`config.mk`:
```
export PLATFORM = sky130hd
export DESIGN_NAME = rv_core
export DESIGN_NICKNAME = d
export VERILOG_FILES = /design/src/isa_pkg.sv /design/src/pipe_pkg.sv /design/src/rv_register_file.sv /design/src/rv_controller.sv /design/src/rv_if_stage.sv /design/src/rv_id_stage.sv /design/src/rv_ex_stage.sv /design/src/rv_core.sv
export SDC_FILE = /design/constraint.sdc
export NUM_CORES = 2
export LEC_CHECK = 0
export BUFFER_PORTS_ARGS = -buffer_cell sky130_fd_sc_hd__buf_4
export CAP_MARGIN = 30
export CORE_MARGIN = 8
export CORE_UTILIZATION = 45
export CTS_CLUSTER_DIAMETER = 40
export DETAILED_ROUTE_END_ITERATION = 6
export HOLD_SLACK_MARGIN = 0.12
export PLACE_DENSITY = 0.66
export SLEW_MARGIN = 20
export SYNTH_ARGS = -nofsm -noshare
export SYNTH_HDL_FRONTEND = slang
export SYNTH_SLANG_ARGS = --single-unit
```
`constraint.sdc`:
```
create_clock -name clk_i -period 5.1 [get_ports clk_i]
set_clock_uncertainty 0.15 [all_clocks]
set_input_delay 1.02 -clock clk_i [delete_from_list [all_inputs] [get_ports clk_i]]
set_output_delay 1.02 -clock clk_i [all_outputs]
set_load 0.02 [all_outputs]
```
`src/isa_pkg.sv`:
```
//////////////////////////////
// RV32I subset definitions
// Widths, major opcodes, ALU operations
// and the NOP encoding
//////////////////////////////
package isa_pkg;

  // Data and address width
  parameter int XLEN = 32;

  // Register index width and register count
  parameter int REG_ADDR_W = 5;
  parameter int NUM_REGS   = 32;

  // Major opcodes, instruction bits [6:0]
  typedef enum logic [6:0] {
    OPC_OP     = 7'b0110011,
    OPC_OP_IMM = 7'b0010011,
    OPC_LUI    = 7'b0110111,
    OPC_STORE  = 7'b0100011,
    OPC_BRANCH = 7'b1100011,
    OPC_SYSTEM = 7'b1110011
  } opcode_e;

  // ALU operations
  typedef enum logic [2:0] {
    ALU_ADD,
    ALU_SUB,
    ALU_AND,
    ALU_OR,
    ALU_XOR,
    ALU_SLT,
    ALU_PASS_B
  } alu_op_e;

  // ADDI x0,x0,0, fed into decode on a flush
  parameter logic [XLEN-1:0] INSTR_NOP = 32'h0000_0013;

endpackage

```
`src/pipe_pkg.sv`:
```
//////////////////////////////
// Pipeline control definitions
// Controller states, forwarding sources
//////////////////////////////
package pipe_pkg;

  // Controller FSM
  typedef enum logic [1:0] {
    CTRL_IDLE,
    CTRL_RUN,
    CTRL_HALTED
  } ctrl_state_e;

  // Operand source in ID
  typedef enum logic [1:0] {
    // Register file read
    FWD_RF,
    // Result of the instruction in EX
    FWD_EX,
    // EX/WB register
    FWD_WB
  } fwd_sel_e;

endpackage

```
`src/rv_register_file.sv`:
```
`timescale 1ns/1ps
//////////////////////////////
// Register file
// x1..x31, two reads, one write
//////////////////////////////
module rv_register_file (
  input  logic                           clk_i,
  input  logic                           reset_i,
  input  logic [isa_pkg::REG_ADDR_W-1:0] raddr_a_i,
  input  logic [isa_pkg::REG_ADDR_W-1:0] raddr_b_i,
  input  logic                           we_i,
  input  logic [isa_pkg::REG_ADDR_W-1:0] waddr_i,
  input  logic [isa_pkg::XLEN-1:0]       wdata_i,
  output logic [isa_pkg::XLEN-1:0]       rdata_a_o,
  output logic [isa_pkg::XLEN-1:0]       rdata_b_o
);
  import isa_pkg::*;

  // No storage behind x0
  logic [XLEN-1:0] regs_q [1:NUM_REGS-1];

  always_ff @(posedge clk_i) begin
    if (reset_i) begin
      for (int i = 1; i < NUM_REGS; i++) begin
        regs_q[i] <= '0;
      end
    end else if (we_i && waddr_i != '0) begin
      regs_q[waddr_i] <= wdata_i;
    end
  end

  // WB write lands at the clock edge, forwarding covers that cycle
  assign rdata_a_o = (raddr_a_i == '0) ? '0 : regs_q[raddr_a_i];
  assign rdata_b_o = (raddr_b_i == '0) ? '0 : regs_q[raddr_b_i];

endmodule

```
`src/rv_controller.sv`:
```
`timescale 1ns/1ps
//////////////////////////////
// Pipeline controller
// Run/halt FSM, forwarding select,
// flush and redirect
//////////////////////////////
module rv_controller (
  input  logic                           clk_i,
  input  logic                           reset_i,
  input  logic                           fetch_enable_i,
  // Instruction in ID
  input  logic [isa_pkg::REG_ADDR_W-1:0] id_rs1_i,
  input  logic [isa_pkg::REG_ADDR_W-1:0] id_rs2_i,
  input  logic                           id_valid_i,
  // Events from EX
  input  logic                           ex_ecall_i,
  input  logic                           ex_branch_taken_i,
  // Pending writers in EX and WB
  input  logic [isa_pkg::REG_ADDR_W-1:0] ex_rd_i,
  input  logic                           ex_we_i,
  input  logic [isa_pkg::REG_ADDR_W-1:0] wb_rd_i,
  input  logic                           wb_we_i,
  output logic                           fetch_run_o,
  output logic                           pc_set_o,
  output logic                           flush_o,
  output pipe_pkg::fwd_sel_e             fwd_a_sel_o,
  output pipe_pkg::fwd_sel_e             fwd_b_sel_o,
  output logic                           halted_o
);
  import isa_pkg::*;
  import pipe_pkg::*;

  ctrl_state_e state_q;
  ctrl_state_e state_d;

  // Source select for one operand, EX wins over WB
  function automatic fwd_sel_e src_sel(input logic [REG_ADDR_W-1:0] rs);
    // x0 is never forwarded
    if (!id_valid_i || rs == '0) begin
      return FWD_RF;
    end else if (ex_we_i && ex_rd_i == rs) begin
      return FWD_EX;
    end else if (wb_we_i && wb_rd_i == rs) begin
      return FWD_WB;
    end
    return FWD_RF;
  endfunction

  always_comb begin
    fwd_a_sel_o = src_sel(id_rs1_i);
    fwd_b_sel_o = src_sel(id_rs2_i);
  end

  // Next state
  always_comb begin
    state_d = state_q;
    case (state_q)
      CTRL_IDLE: begin
        if (fetch_enable_i) begin
          state_d = CTRL_RUN;
        end
      end
      CTRL_RUN: begin
        // ECALL in EX, stop for good
        if (ex_ecall_i) begin
          state_d = CTRL_HALTED;
        end
      end
      default: state_d = state_q;
    endcase
  end

  always_ff @(posedge clk_i) begin
    if (reset_i) begin
      state_q <= CTRL_IDLE;
    end else begin
      state_q <= state_d;
    end
  end

  // No strobe once ECALL is in EX
  assign fetch_run_o = (state_q == CTRL_RUN) && !ex_ecall_i;
  assign halted_o    = (state_q == CTRL_HALTED);
  // Redirect only for a branch
  assign pc_set_o    = ex_branch_taken_i;
  // Squash younger work, and keep squashing while halted
  assign flush_o     = ex_branch_taken_i || ex_ecall_i || halted_o;

endmodule

```
`src/rv_if_stage.sv`:
```
`timescale 1ns/1ps
//////////////////////////////
// Fetch stage
// PC, request strobe, stale response
// discard, IF/ID register
//////////////////////////////
module rv_if_stage #(
  parameter logic [isa_pkg::XLEN-1:0] BOOT_ADDR = '0
) (
  input  logic                     clk_i,
  input  logic                     reset_i,
  input  logic                     fetch_run_i,
  input  logic                     pc_set_i,
  input  logic [isa_pkg::XLEN-1:0] branch_target_i,
  input  logic                     instr_rvalid_i,
  input  logic [isa_pkg::XLEN-1:0] instr_rdata_i,
  output logic                     instr_req_o,
  output logic [isa_pkg::XLEN-1:0] instr_addr_o,
  output logic                     if_valid_o,
  output logic [isa_pkg::XLEN-1:0] if_instr_o,
  output logic [isa_pkg::XLEN-1:0] if_pc_o
);
  import isa_pkg::*;

  logic [XLEN-1:0] pc_q;
  // Address of the word in flight
  logic [XLEN-1:0] req_pc_q;
  // Word in flight was fetched down the wrong path
  logic            discard_q;

  // One strobe per running cycle
  assign instr_req_o  = fetch_run_i;
  assign instr_addr_o = pc_q;

  always_ff @(posedge clk_i) begin
    if (reset_i) begin
      pc_q      <= BOOT_ADDR;
      discard_q <= 1'b0;
    end else begin
      if (pc_set_i) begin
        pc_q <= branch_target_i;
      end else if (fetch_run_i) begin
        pc_q <= pc_q + XLEN'(4);
      end
      discard_q <= pc_set_i && fetch_run_i;
    end
  end

  always_ff @(posedge clk_i) begin
    if (fetch_run_i) begin
      req_pc_q <= pc_q;
    end
  end

  // IF/ID valid
  // Redirect squashes the word arriving now
  always_ff @(posedge clk_i) begin
    if (reset_i) begin
      if_valid_o <= 1'b0;
    end else begin
      if_valid_o <= instr_rvalid_i && !discard_q && !pc_set_i;
    end
  end

  // IF/ID payload, word paired with its request address
  always_ff @(posedge clk_i) begin
    if (instr_rvalid_i) begin
      if_instr_o <= instr_rdata_i;
      if_pc_o    <= req_pc_q;
    end
  end

endmodule

```
`src/rv_id_stage.sv`:
```
`timescale 1ns/1ps
//////////////////////////////
// Decode stage
// Decoder, immediates, forwarding
// muxes, ID/EX register
//////////////////////////////
module rv_id_stage (
  input  logic                           clk_i,
  input  logic                           reset_i,
  input  logic                           flush_i,
  input  logic                           if_valid_i,
  input  logic [isa_pkg::XLEN-1:0]       if_instr_i,
  input  logic [isa_pkg::XLEN-1:0]       if_pc_i,
  input  logic [isa_pkg::XLEN-1:0]       rf_rdata_a_i,
  input  logic [isa_pkg::XLEN-1:0]       rf_rdata_b_i,
  input  pipe_pkg::fwd_sel_e             fwd_a_sel_i,
  input  pipe_pkg::fwd_sel_e             fwd_b_sel_i,
  input  logic [isa_pkg::XLEN-1:0]       ex_result_i,
  input  logic [isa_pkg::XLEN-1:0]       wb_data_i,
  output logic [isa_pkg::REG_ADDR_W-1:0] rs1_o,
  output logic [isa_pkg::REG_ADDR_W-1:0] rs2_o,
  output logic [isa_pkg::REG_ADDR_W-1:0] rd_o,
  output logic                           valid_o,
  // ID/EX
  output isa_pkg::alu_op_e               ex_alu_op_o,
  output logic [isa_pkg::XLEN-1:0]       ex_op_a_o,
  output logic [isa_pkg::XLEN-1:0]       ex_op_b_o,
  output logic [isa_pkg::XLEN-1:0]       ex_store_data_o,
  output logic [isa_pkg::XLEN-1:0]       ex_imm_o,
  output logic [isa_pkg::XLEN-1:0]       ex_pc_o,
  output logic [isa_pkg::REG_ADDR_W-1:0] ex_rd_o,
  output logic                           ex_we_o,
  output logic                           ex_is_store_o,
  output logic                           ex_is_branch_o,
  output logic                           ex_branch_ne_o,
  output logic                           ex_is_ecall_o
);
  import isa_pkg::*;
  import pipe_pkg::*;

  localparam logic [XLEN-1:0] INSTR_ECALL = 32'h0000_0073;

  logic [XLEN-1:0] instr;
  opcode_e         opcode;
  logic [2:0]      funct3;
  logic [6:0]      funct7;
  logic [XLEN-1:0] imm_i, imm_s, imm_b, imm_u;
  logic [XLEN-1:0] rs1_val, rs2_val;
  // Decoded controls
  alu_op_e         alu_op;
  logic [XLEN-1:0] imm;
  logic            use_imm;
  logic            we;
  logic            is_store;
  logic            is_branch;
  logic            is_ecall;

  // Empty or flushed slot decodes as a NOP
  assign instr   = (flush_i || !if_valid_i) ? INSTR_NOP : if_instr_i;
  assign opcode  = opcode_e'(instr[6:0]);
  assign funct3  = instr[14:12];
  assign funct7  = instr[31:25];
  assign rs1_o   = instr[19:15];
  assign rs2_o   = instr[24:20];
  assign rd_o    = instr[11:7];
  assign valid_o = if_valid_i;

  // Immediates, all sign extended from bit 31
  assign imm_i = {{20{instr[31]}}, instr[31:20]};
  assign imm_s = {{20{instr[31]}}, instr[31:25], instr[11:7]};
  assign imm_b = {{19{instr[31]}}, instr[31], instr[7], instr[30:25], instr[11:8], 1'b0};
  assign imm_u = {instr[31:12], 12'b0};

  function automatic logic [XLEN-1:0] fwd_mux(input fwd_sel_e sel,
                                              input logic [XLEN-1:0] rf_val);
    case (sel)
      FWD_EX:  return ex_result_i;
      FWD_WB:  return wb_data_i;
      default: return rf_val;
    endcase
  endfunction

  always_comb begin
    rs1_val = fwd_mux(fwd_a_sel_i, rf_rdata_a_i);
    rs2_val = fwd_mux(fwd_b_sel_i, rf_rdata_b_i);
  end

  // Decoder, unknown encodings fall out as no-ops
  always_comb begin
    alu_op    = ALU_ADD;
    imm       = imm_i;
    use_imm   = 1'b0;
    we        = 1'b0;
    is_store  = 1'b0;
    is_branch = 1'b0;
    is_ecall  = 1'b0;
    case (opcode)
      OPC_OP: begin
        we = 1'b1;
        case (funct3)
          3'b000:  alu_op = funct7[5] ? ALU_SUB : ALU_ADD;
          3'b010:  alu_op = ALU_SLT;
          3'b100:  alu_op = ALU_XOR;
          3'b110:  alu_op = ALU_OR;
          3'b111:  alu_op = ALU_AND;
          default: we = 1'b0;
        endcase
        // Only SUB has a nonzero funct7
        if (funct7 != 7'b0 && !(funct7 == 7'b0100000 && funct3 == 3'b000)) begin
          we = 1'b0;
        end
      end
      OPC_OP_IMM: begin
        // ADDI only
        we      = (funct3 == 3'b000);
        use_imm = 1'b1;
      end
      OPC_LUI: begin
        we      = 1'b1;
        alu_op  = ALU_PASS_B;
        imm     = imm_u;
        use_imm = 1'b1;
      end
      OPC_STORE: begin
        // SW only, address comes out of the ALU
        is_store = (funct3 == 3'b010);
        imm      = imm_s;
        use_imm  = 1'b1;
      end
      OPC_BRANCH: begin
        // BEQ and BNE
        is_branch = (funct3[2:1] == 2'b00);
        imm       = imm_b;
      end
      OPC_SYSTEM: is_ecall = (instr == INSTR_ECALL);
      default: ;
    endcase
  end

  // ID/EX control
  always_ff @(posedge clk_i) begin
    if (reset_i) begin
      ex_we_o        <= 1'b0;
      ex_is_store_o  <= 1'b0;
      ex_is_branch_o <= 1'b0;
      ex_is_ecall_o  <= 1'b0;
    end else begin
      ex_we_o        <= we;
      ex_is_store_o  <= is_store;
      ex_is_branch_o <= is_branch;
      ex_is_ecall_o  <= is_ecall;
    end
  end

  // ID/EX payload
  always_ff @(posedge clk_i) begin
    ex_alu_op_o     <= alu_op;
    ex_op_a_o       <= rs1_val;
    ex_op_b_o       <= use_imm ? imm : rs2_val;
    ex_store_data_o <= rs2_val;
    ex_imm_o        <= imm;
    ex_pc_o         <= if_pc_i;
    ex_rd_o         <= we ? rd_o : '0;
    ex_branch_ne_o  <= funct3[0];
  end

endmodule

```
`src/rv_ex_stage.sv`:
```
`timescale 1ns/1ps
//////////////////////////////
// Execute stage
// ALU, branch compare and target,
// store strobe, EX/WB register
//////////////////////////////
module rv_ex_stage (
  input  logic                           clk_i,
  input  logic                           reset_i,
  input  logic                           flush_i,
  // ID/EX
  input  isa_pkg::alu_op_e               alu_op_i,
  input  logic [isa_pkg::XLEN-1:0]       op_a_i,
  input  logic [isa_pkg::XLEN-1:0]       op_b_i,
  input  logic [isa_pkg::XLEN-1:0]       store_data_i,
  input  logic [isa_pkg::XLEN-1:0]       imm_i,
  input  logic [isa_pkg::XLEN-1:0]       pc_i,
  input  logic [isa_pkg::REG_ADDR_W-1:0] rd_i,
  input  logic                           we_i,
  input  logic                           is_store_i,
  input  logic                           is_branch_i,
  input  logic                           branch_ne_i,
  input  logic                           is_ecall_i,
  output logic                           ecall_o,
  output logic                           branch_taken_o,
  output logic [isa_pkg::XLEN-1:0]       branch_target_o,
  // Forwarding from EX
  output logic [isa_pkg::REG_ADDR_W-1:0] ex_rd_o,
  output logic                           ex_we_o,
  output logic [isa_pkg::XLEN-1:0]       ex_result_o,
  // EX/WB, register file write
  output logic [isa_pkg::REG_ADDR_W-1:0] wb_rd_o,
  output logic                           wb_we_o,
  output logic [isa_pkg::XLEN-1:0]       wb_data_o,
  // Store port
  output logic                           data_req_o,
  output logic [isa_pkg::XLEN-1:0]       data_addr_o,
  output logic [isa_pkg::XLEN-1:0]       data_wdata_o
);
  import isa_pkg::*;

  logic [XLEN-1:0] alu_result;

  always_comb begin
    case (alu_op_i)
      ALU_SUB:    alu_result = op_a_i - op_b_i;
      ALU_AND:    alu_result = op_a_i & op_b_i;
      ALU_OR:     alu_result = op_a_i | op_b_i;
      ALU_XOR:    alu_result = op_a_i ^ op_b_i;
      ALU_SLT:    alu_result = {{(XLEN-1){1'b0}}, $signed(op_a_i) < $signed(op_b_i)};
      ALU_PASS_B: alu_result = op_b_i;
      default:    alu_result = op_a_i + op_b_i;
    endcase
  end

  // BEQ on equal, BNE on not equal
  assign branch_taken_o  = is_branch_i && ((op_a_i == op_b_i) != branch_ne_i);
  assign branch_target_o = pc_i + imm_i;
  assign ecall_o         = is_ecall_i;

  assign ex_rd_o     = rd_i;
  assign ex_we_o     = we_i;
  assign ex_result_o = alu_result;

  // Write and store strobes
  // A branch or ECALL in EX has neither, so a flush drops both
  always_ff @(posedge clk_i) begin
    if (reset_i) begin
      wb_we_o    <= 1'b0;
      data_req_o <= 1'b0;
    end else begin
      wb_we_o    <= we_i && !flush_i;
      data_req_o <= is_store_i && !flush_i;
    end
  end

  // EX/WB and store payload
  always_ff @(posedge clk_i) begin
    wb_rd_o      <= rd_i;
    wb_data_o    <= alu_result;
    data_addr_o  <= alu_result;
    data_wdata_o <= store_data_i;
  end

endmodule

```
`src/rv_core.sv`:
```
`timescale 1ns/1ps
//////////////////////////////
// Four-step RV32I core top level
// Controller, IF, ID, EX and register file
//////////////////////////////
module rv_core #(
  parameter logic [isa_pkg::XLEN-1:0] BOOT_ADDR = '0
) (
  input  logic                     clk_i,
  input  logic                     reset_i,
  input  logic                     fetch_enable_i,
  // Instruction port
  input  logic                     instr_rvalid_i,
  input  logic [isa_pkg::XLEN-1:0] instr_rdata_i,
  output logic                     instr_req_o,
  output logic [isa_pkg::XLEN-1:0] instr_addr_o,
  // Data port, stores only
  output logic                     data_req_o,
  output logic [isa_pkg::XLEN-1:0] data_addr_o,
  output logic [isa_pkg::XLEN-1:0] data_wdata_o,
  output logic                     halted_o
);
  import isa_pkg::*;
  import pipe_pkg::*;

  // Controller outputs
  logic     fetch_run;
  logic     pc_set;
  logic     flush;
  fwd_sel_e fwd_a_sel;
  fwd_sel_e fwd_b_sel;

  // IF/ID
  logic            if_valid;
  logic [XLEN-1:0] if_instr;
  logic [XLEN-1:0] if_pc;

  // Decode side
  logic [REG_ADDR_W-1:0] id_rs1;
  logic [REG_ADDR_W-1:0] id_rs2;
  logic                  id_valid;
  logic [XLEN-1:0]       rf_rdata_a;
  logic [XLEN-1:0]       rf_rdata_b;

  // ID/EX
  alu_op_e               idex_alu_op;
  logic [XLEN-1:0]       idex_op_a, idex_op_b, idex_store_data;
  logic [XLEN-1:0]       idex_imm, idex_pc;
  logic [REG_ADDR_W-1:0] idex_rd;
  logic                  idex_we, idex_is_store, idex_is_branch;
  logic                  idex_branch_ne, idex_is_ecall;

  // EX results, forwarding and EX/WB
  logic                  ex_ecall;
  logic                  branch_taken;
  logic [XLEN-1:0]       branch_target;
  logic [REG_ADDR_W-1:0] ex_rd;
  logic                  ex_we;
  logic [XLEN-1:0]       ex_result;
  logic [REG_ADDR_W-1:0] wb_rd;
  logic                  wb_we;
  logic [XLEN-1:0]       wb_data;

  //////////////////////////////
  // Control
  //////////////////////////////
  rv_controller controller_i (
    .clk_i (clk_i), .reset_i (reset_i), .fetch_enable_i (fetch_enable_i),
    .id_rs1_i (id_rs1), .id_rs2_i (id_rs2), .id_valid_i (id_valid),
    .ex_ecall_i (ex_ecall), .ex_branch_taken_i (branch_taken),
    .ex_rd_i (ex_rd), .ex_we_i (ex_we), .wb_rd_i (wb_rd), .wb_we_i (wb_we),
    .fetch_run_o (fetch_run), .pc_set_o (pc_set), .flush_o (flush),
    .fwd_a_sel_o (fwd_a_sel), .fwd_b_sel_o (fwd_b_sel), .halted_o (halted_o)
  );

  //////////////////////////////
  // Fetch
  //////////////////////////////
  rv_if_stage #(
    .BOOT_ADDR (BOOT_ADDR)
  ) if_stage_i (
    .clk_i (clk_i), .reset_i (reset_i),
    .fetch_run_i (fetch_run), .pc_set_i (pc_set), .branch_target_i (branch_target),
    .instr_rvalid_i (instr_rvalid_i), .instr_rdata_i (instr_rdata_i),
    .instr_req_o (instr_req_o), .instr_addr_o (instr_addr_o),
    .if_valid_o (if_valid), .if_instr_o (if_instr), .if_pc_o (if_pc)
  );

  //////////////////////////////
  // Decode and operand read
  //////////////////////////////
  rv_id_stage id_stage_i (
    .clk_i (clk_i), .reset_i (reset_i), .flush_i (flush),
    .if_valid_i (if_valid), .if_instr_i (if_instr), .if_pc_i (if_pc),
    .rf_rdata_a_i (rf_rdata_a), .rf_rdata_b_i (rf_rdata_b),
    .fwd_a_sel_i (fwd_a_sel), .fwd_b_sel_i (fwd_b_sel),
    .ex_result_i (ex_result), .wb_data_i (wb_data),
    // Destination index is carried inside ID/EX
    .rs1_o (id_rs1), .rs2_o (id_rs2), .rd_o (), .valid_o (id_valid),
    .ex_alu_op_o (idex_alu_op), .ex_op_a_o (idex_op_a), .ex_op_b_o (idex_op_b),
    .ex_store_data_o (idex_store_data), .ex_imm_o (idex_imm), .ex_pc_o (idex_pc),
    .ex_rd_o (idex_rd), .ex_we_o (idex_we), .ex_is_store_o (idex_is_store),
    .ex_is_branch_o (idex_is_branch), .ex_branch_ne_o (idex_branch_ne),
    .ex_is_ecall_o (idex_is_ecall)
  );

  rv_register_file register_file_i (
    .clk_i (clk_i), .reset_i (reset_i),
    .raddr_a_i (id_rs1), .raddr_b_i (id_rs2),
    .we_i (wb_we), .waddr_i (wb_rd), .wdata_i (wb_data),
    .rdata_a_o (rf_rdata_a), .rdata_b_o (rf_rdata_b)
  );

  //////////////////////////////
  // Execute, store issue, WB
  //////////////////////////////
  rv_ex_stage ex_stage_i (
    .clk_i (clk_i), .reset_i (reset_i), .flush_i (flush),
    .alu_op_i (idex_alu_op), .op_a_i (idex_op_a), .op_b_i (idex_op_b),
    .store_data_i (idex_store_data), .imm_i (idex_imm), .pc_i (idex_pc),
    .rd_i (idex_rd), .we_i (idex_we), .is_store_i (idex_is_store),
    .is_branch_i (idex_is_branch), .branch_ne_i (idex_branch_ne),
    .is_ecall_i (idex_is_ecall),
    .ecall_o (ex_ecall), .branch_taken_o (branch_taken), .branch_target_o (branch_target),
    .ex_rd_o (ex_rd), .ex_we_o (ex_we), .ex_result_o (ex_result),
    .wb_rd_o (wb_rd), .wb_we_o (wb_we), .wb_data_o (wb_data),
    .data_req_o (data_req_o), .data_addr_o (data_addr_o), .data_wdata_o (data_wdata_o)
  );

endmodule

```
After elaboration in Yosys (flattened, before gate mapping) --
Memory sizes are Yosys's and may differ from the RTL's. Index checks and enable logic that the tools add are counted.
Storage, ports and cells: register bits 376, memory bits (writable) 992, bits of input ports 36, output and inout port bits 99, logic and storage cells 151, memories 1
Cells by class: add/subtract/negate cells 4, magnitude comparators 1, equal/unequal tests 32, mux-type cells 42, bitwise logic cells 6, reduce and logical (&&, ||, !) cells 41
Memory list:
- register_file_i.regs_q | words 31, bits a word 32, rd ports 2, clocked after Yosys merged registers in 0, wr ports 31, RTL line rv_register_file.sv:20 | logic [XLEN-1:0] regs_q [1:NUM_REGS-1];
Operators by type and width (count):
- $mux 32 | 7
- $pmux 32 s6 | 1
- $pmux 32 s2 | 2
- $pmux 31 s3 | 1
- $add 32x32->32 | 2
- $add 32x3->32 const B | 1
- $and 32x32->32 | 1
- $eq 32x32->1 | 1
- $eq 32x7->1 const B | 1
- $lt 32x32->1 | 1
- $or 32x32->32 | 1
- $reduce_or 32->1 | 1
- $sub 32x32->32 | 1
- $xor 32x32->32 | 1
- $eq 7x6->1 const B | 4
- $eq 5x5->1 | 4
- $mux 2 | 10
- $eq 3x3->1 const B | 6
- $mux 1 | 16
- $pmux 3 s5 | 1
- $eq 7x7->1 const B | 2
- $logic_and 1x1->1 | 14
- $logic_not 5->1 | 2
- $eq 3x2->1 const B | 3
- 23 further kinds | 42

Logic depth before layout (Yosys ltp) --
depth in word-level cells 16, depth in mapped cells 18, depth with buffers taken out 14

Hierarchy --
From an unflattened synthesis, not the netlist that was laid out.
Second synthesis, totals: cell total of the unflattened synthesis 5917, area total of the unflattened synthesis 74800.5 µm²
By module, submodules not included:
- rv_register_file | times used 1, cells each 3765, area an instance 54631.1 µm², seq. area each 30749.5 µm²
- rv_ex_stage | times used 1, cells each 1219, area an instance 8982.4 µm², seq. area each 1421.4 µm²
- rv_id_stage | times used 1, cells each 569, area an instance 6113.4 µm², seq. area each 3463.3 µm²
- rv_if_stage | times used 1, cells each 315, area an instance 4694.5 µm², seq. area each 3563.4 µm²
- rv_controller | times used 1, cells each 49, area an instance 379.1 µm², seq. area each 40.0 µm²

Least setup slack after synthesis --
OpenSTA, ideal clock, no wires.
path kind reg-to-reg, from reg controller_i.state_q[0], to reg if_stage_i.pc_q[23] (netlist: if_stage_i.instr_addr_o[23]), library setup time 86 ps, data arrival time 5545 ps, data required time 4864 ps, slack -681 ps, stages on the path, launching flop included 9, buffers on the path 0, clock period less this slack 5781 ps, path through dfxtp_1 nor3b_1 nand4_1 nor3_1 nand3_1 nor2_1 xor2_1 nor2_1 a211oi_1
Between the ends: cells in the longest elaborated chain, start to end 3
RTL lines:
- start, declared | RTL line rv_controller.sv:33 | ctrl_state_e state_q;
- start signal, assigned | RTL line rv_controller.sv:77 | state_q <= state_d;
- $eq 2x1->1 | RTL line rv_controller.sv:82 | assign fetch_run_o = (state_q == CTRL_RUN) && !ex_ecall_i;
- $logic_and 1x1->1 | RTL line rv_controller.sv:82
- named net instr_req_o | RTL line rv_core.sv:15 | output logic instr_req_o,
- $reduce_bool 2->1 (no line)
- end signal, assigned | RTL line rv_if_stage.sv:41 | pc_q <= branch_target_i;
- end signal, assigned | RTL line rv_if_stage.sv:43 | pc_q <= pc_q + XLEN'(4);
- end, declared | RTL line rv_if_stage.sv:25 | logic [XLEN-1:0] pc_q;
The timed path passes the listed nets, and every way through them passes these cells. A chain may end at the register's enable or synchronous reset.

Final worst setup path --
from reg id_stage_i.ex_op_a_o[3] (netlist bit), to reg id_stage_i.ex_op_a_o[20] (netlist bit)
Between the ends: cells in the longest elaborated chain, start to end 15, elaborated cells on any way between the ends 27, those cells by class add/sub: 2; eq/ne: 6; mux: 10; reduce/logical: 8; memory: 1
RTL lines:
- start, declared | RTL line rv_id_stage.sv:26 | output logic [isa_pkg::XLEN-1:0] ex_op_a_o,
- start signal, assigned | RTL line rv_id_stage.sv:158 | ex_op_a_o <= rs1_val;
- $eq 32x32->1 | RTL line rv_ex_stage.sv:57 | assign branch_taken_o = is_branch_i && ((op_a_i == op_b_i) != branch_ne_i);
- $ne 1x1->1 | RTL line rv_ex_stage.sv:57
- $logic_and 1x1->1 | RTL line rv_ex_stage.sv:57
- $logic_or 1x1->1 (2 in a row) | RTL line rv_controller.sv:87 | assign flush_o = ex_branch_taken_i || ex_ecall_i || halted_o;
- $logic_or 1x1->1 | RTL line rv_id_stage.sv:59 | assign instr = (flush_i || !if_valid_i) ? INSTR_NOP : if_instr_i;
- $mux 32 | RTL line rv_id_stage.sv:59
- $eq 5x5->1 | RTL line rv_controller.sv:43 | end else if (wb_we_i && wb_rd_i == rs) begin
- $logic_and 1x1->1 | RTL line rv_controller.sv:43
- $mux 1 | RTL line rv_controller.sv:43
- $mux 1 | RTL line rv_controller.sv:41 | end else if (ex_we_i && ex_rd_i == rs) begin
- $mux 1 | RTL line rv_controller.sv:39 | if (!id_valid_i || rs == '0) begin
- $mux 2 | RTL line rv_controller.sv:46 | return FWD_RF;
- $eq 2x2->1 or $eq 2x1->1 (tied branches) | RTL line rv_id_stage.sv:76 | case (sel)
- $pmux 32 s2 * | RTL line rv_id_stage.sv:76
- named net id_stage_i.rs1_val[20] | RTL line rv_id_stage.sv:48 | logic [XLEN-1:0] rs1_val, rs2_val;
The timed path passes the listed nets; every way through them passes the cells marked *.

==> run_results.csv <==
group,metric,value,unit
logic_synthesis,synth_top_flop_cell,"edfxtp_1",
cts,cts_made_buffers,223,
logic_synthesis,yosysTopAreaCellShare,44.11,%
finish,seqCellArea,39260,um2
sta,maxSlewViolCount,0,
detailed_routing,wirelength,351300,um
job,drv_cap,0,
status,violations,"negative setup slack",
floorplan,die_area,182900,um2
sta,final-setup-viol-count,3,
cts,clkLatencyLatePin,0.90,ns
finish,syn_to_final_growth,20.19,%
logic_synthesis,syn_area_per_cell,10.97,um2
status,outcome,"finished, violations left",
logic_synthesis,async_reset_ff_share,0,%
cts,cts_sinks,1400,
sta,period_needed,5.112,ns
place,gp_congestion,1.014,
floorplan,die_w,427.6,um
sta,fin_ws,-0.01239,ns
finish,drive_above_1_share,20.00,%
power_and_ir_drop,vdd_drop_max,0.0003226,V
finish,final_cells,9801,
finish,fin_area,91650,um2
logic_synthesis,synth_cell_types,102,
logic_synthesis,synth-edff-count,1120,
grt,grt_pass1_vias,63108,
logic_synthesis,yosys.area.top_type,"edfxtp_1",
sta,whs,0.1522,ns
setup_path,cp.required,5.74,ns
detailed_routing,vias_per_cell,6.766,
logic_synthesis,syn_area,76250,um2
setup_path,r2r_setup_slack,-0.01,ns
place,hpwl,232600,um
place,io_buffers,134,
finish,multi_input_area,34240,um2
finish,num-fill-cells,14490,
sta,worst_pin_slew,1.202,ns
detailed_routing,drt-pass1-iter-count,7,
detailed_routing,routedWlPerCell,35.84,um
sta,fmax,0.1956,GHz
grt,grt_util_all_layers,37.13,%
grt,antenna_found_initial,22,
min_path,worstHoldPathType,"in2reg",
power_and_ir_drop,leakage,35.17,nW
detailed_routing,drt-initial-drc-count,11198,
floorplan,start_util,45.14,%
setup_path,startpoint_type,"register",
logic_synthesis,synth_seq_cells,1400,
place,dp_cells,9335,
detailed_routing,vias,66316,
logic_synthesis,yosysSeqAreaShare,51.46,%
power_and_ir_drop,powerDensity,371.7,nW/um2
floorplan,row_count,151,
floorplan,ios,135,
floorplan,core_area,168900,um2
cts,clk_pin_slew,0.06,ns
place,dpl_cell_area,83560,um2
setup_path,worstSetupPathType,"reg2reg",
cts,htree_num_levels,4,
sta,max-slew-margin-rel,19.05,%
logic_synthesis,synthTopCellsByArea,"edfxtp_1, and2_1, dfxtp_1, mux2i_1, clkbuf_1",
logic_synthesis,yosys_warnings,0,
cts,tritoncts,"done",
detailed_routing,drc,0,
setup_path,end_kind,"register",
sta,timing.final.crit_share,100.2,%
floorplan,fp.dieH,427.6,um
grt,grt_pass1_wl,483600,um
setup_path,path_max_fanout,58,
sta,hold_viol,0,
grt,grt_max_degree,96,
cts,clock_path_buffers,3,
logic_synthesis,synthCells,6951,
detailed_routing,final_antenna_net_count,0,
setup_path,arrival,5.75,ns
grt,grt-ovfl-total,0,
cts,root_buffer,"clkbuf_16",
finish,layout.nets,7534,
-- routing by layer --
layer	vias to the layer above	part of all wire (%)	global-route usage (%)
met5	-	0.024	0
met4	12	9.2	27.50
met3	1439	13	12.28
met2	5614	42	54.49
met1	32380	35	45.53
li1	26871	-	-
-- placed cells by master, fill, tap and decap left out, types with 128 or more instances in the layout --
cell type  netlist  routed
a21oi_1        329     327
edfxtp_1      1120    1120
clkbuf_16        0     227
dfxtp_1        280     272
nor2_1         361     328
buf_4           18     699
ha_1           128     128
a221oi_1       185     184
o21ai_0        263     263
and2_1        1010    1009
mux2i_1        495     495
inv_1          174     173
nand2_1        363     359
-- synth_stat cells, drive strengths merged (37+ instances only) --
cell and number:
edfxtp 1120, and2 1012, mux2i 495, clkbuf 441, nand2 365, nor2 363, a21oi 330, dfxtp 280
o21ai 276, buf 198, a221oi 185, inv 174, ha 128, mux2 118, a31oi 105, a211oi 96
o22ai 94, nor3 85, a221o 79, nand3 77, mux4 73, a22oi 56, o221ai 51, and3 50
nor2b 42, or2 42, o211ai 39, a21o 37
-- layout make-up --
cell class                 count  area share [%]
antenna                       17         0.04642
clock buffer                 253           6.359
clock inverter               171           2.041
inverter                     177          0.7249
multi-input combinational   4766           37.36
sequential                  1400           42.83
tap                         2218           3.028
timing repair buffer         799           7.607
-- state kept, by name, indices dropped and copies added, names as in the netlist, 2 cells and up --
name                        count
controller_i.state_q            2
ex_stage_i.data_wdata_o        32
ex_stage_i.wb_data_o           32
ex_stage_i.wb_rd_o              5
id_stage_i.ex_alu_op_o          3
id_stage_i.ex_imm_o            32
id_stage_i.ex_op_a_o           32
id_stage_i.ex_op_b_o           32
id_stage_i.ex_pc_o             32
id_stage_i.ex_rd_o              5
id_stage_i.ex_store_data_o     32
if_stage_i.if_instr_o          32
if_stage_i.if_pc_o             32
if_stage_i.instr_addr_o        32
if_stage_i.req_pc_q            32
register_file_i.regs_q       1024
-- timing repair --
item | CTS | global route
pin swaps | 1 | 2
gates resized for setup | 7 | 20
hold buffers | 23 | 0
buffers inserted | 1 | 0
setup endpoints to repair | 9 | 47
endpoints found under the hold margin | 23 | 0
-- cells by family (layout without fill, tap and decap cells) --
group	count (synthesis)	count (layout)	share of synthesized area (%)
AND/OR/NAND/NOR	2200	2200	15.69
AO/OA/AOI/OAI	1652	1652	15.16
flip-flops	1400	1400	51.46
buffers and inverters	816	1400	4.368
multiplexers	686	686	10.40
adder cells (fa/ha/maj)	131	131	2.179
XOR/XNOR	65	65	0.7466
other	1	49	0.004918
-- through the flow --
step / power [mW] / setup WS [ns] / util, % / setup TNS (ns)
global route: 34.68 / -0.04399 / 54.24 / -0.04399
floorplan: 15.82 / 1.019 / - / 0
detailed placement: 18.48 / -0.5697 / 49.47 / -1.035
global placement: 18.44 / -1.010 / 49.45 / -6.356
CTS: 33.81 / 0.005048 / 54.19 / 0
finish: 34.06 / -0.01239 / 54.26 / -0.02726
-- worst paths after layout --
check / end / cells past startpoint / start
max: id_stage_i.ex_op_a_o[20] / 14 / id_stage_i.ex_op_a_o[3]
min: if_stage_i.if_instr_o[22] / 1 / instr_rdata_i[22]
max reg2reg: id_stage_i.ex_op_a_o[20] / 14 / id_stage_i.ex_op_a_o[3]
min reg2reg: ex_stage_i.data_wdata_o[30] / 0 / id_stage_i.ex_store_data_o[30]
-- power by group --
group	leakage [nW]	switching [mW]	internal (mW)
registers	13.8	0.479	12.8
logic	17.6	3.60	1.69
clock network	3.69	6.16	9.31
total	35.2	10.2	23.8
-- critical path, cell delays in order (launching register included) --
cell and delay [ns]:
dfxtp_1 0.56, inv_1 0.09, ha_1 0.42, nor4_1 0.32, buf_4 0.16, and4_1 0.30, a21oi_2 0.16, nor3_4 0.32
buf_12 0.34, o21ai_2 0.35, buf_12 0.28, a32oi_1 0.18, a31oi_1 0.39, nor4_4 0.57, a221o_1 0.30
Note: power is estimated with default switching activity, not from simulation.
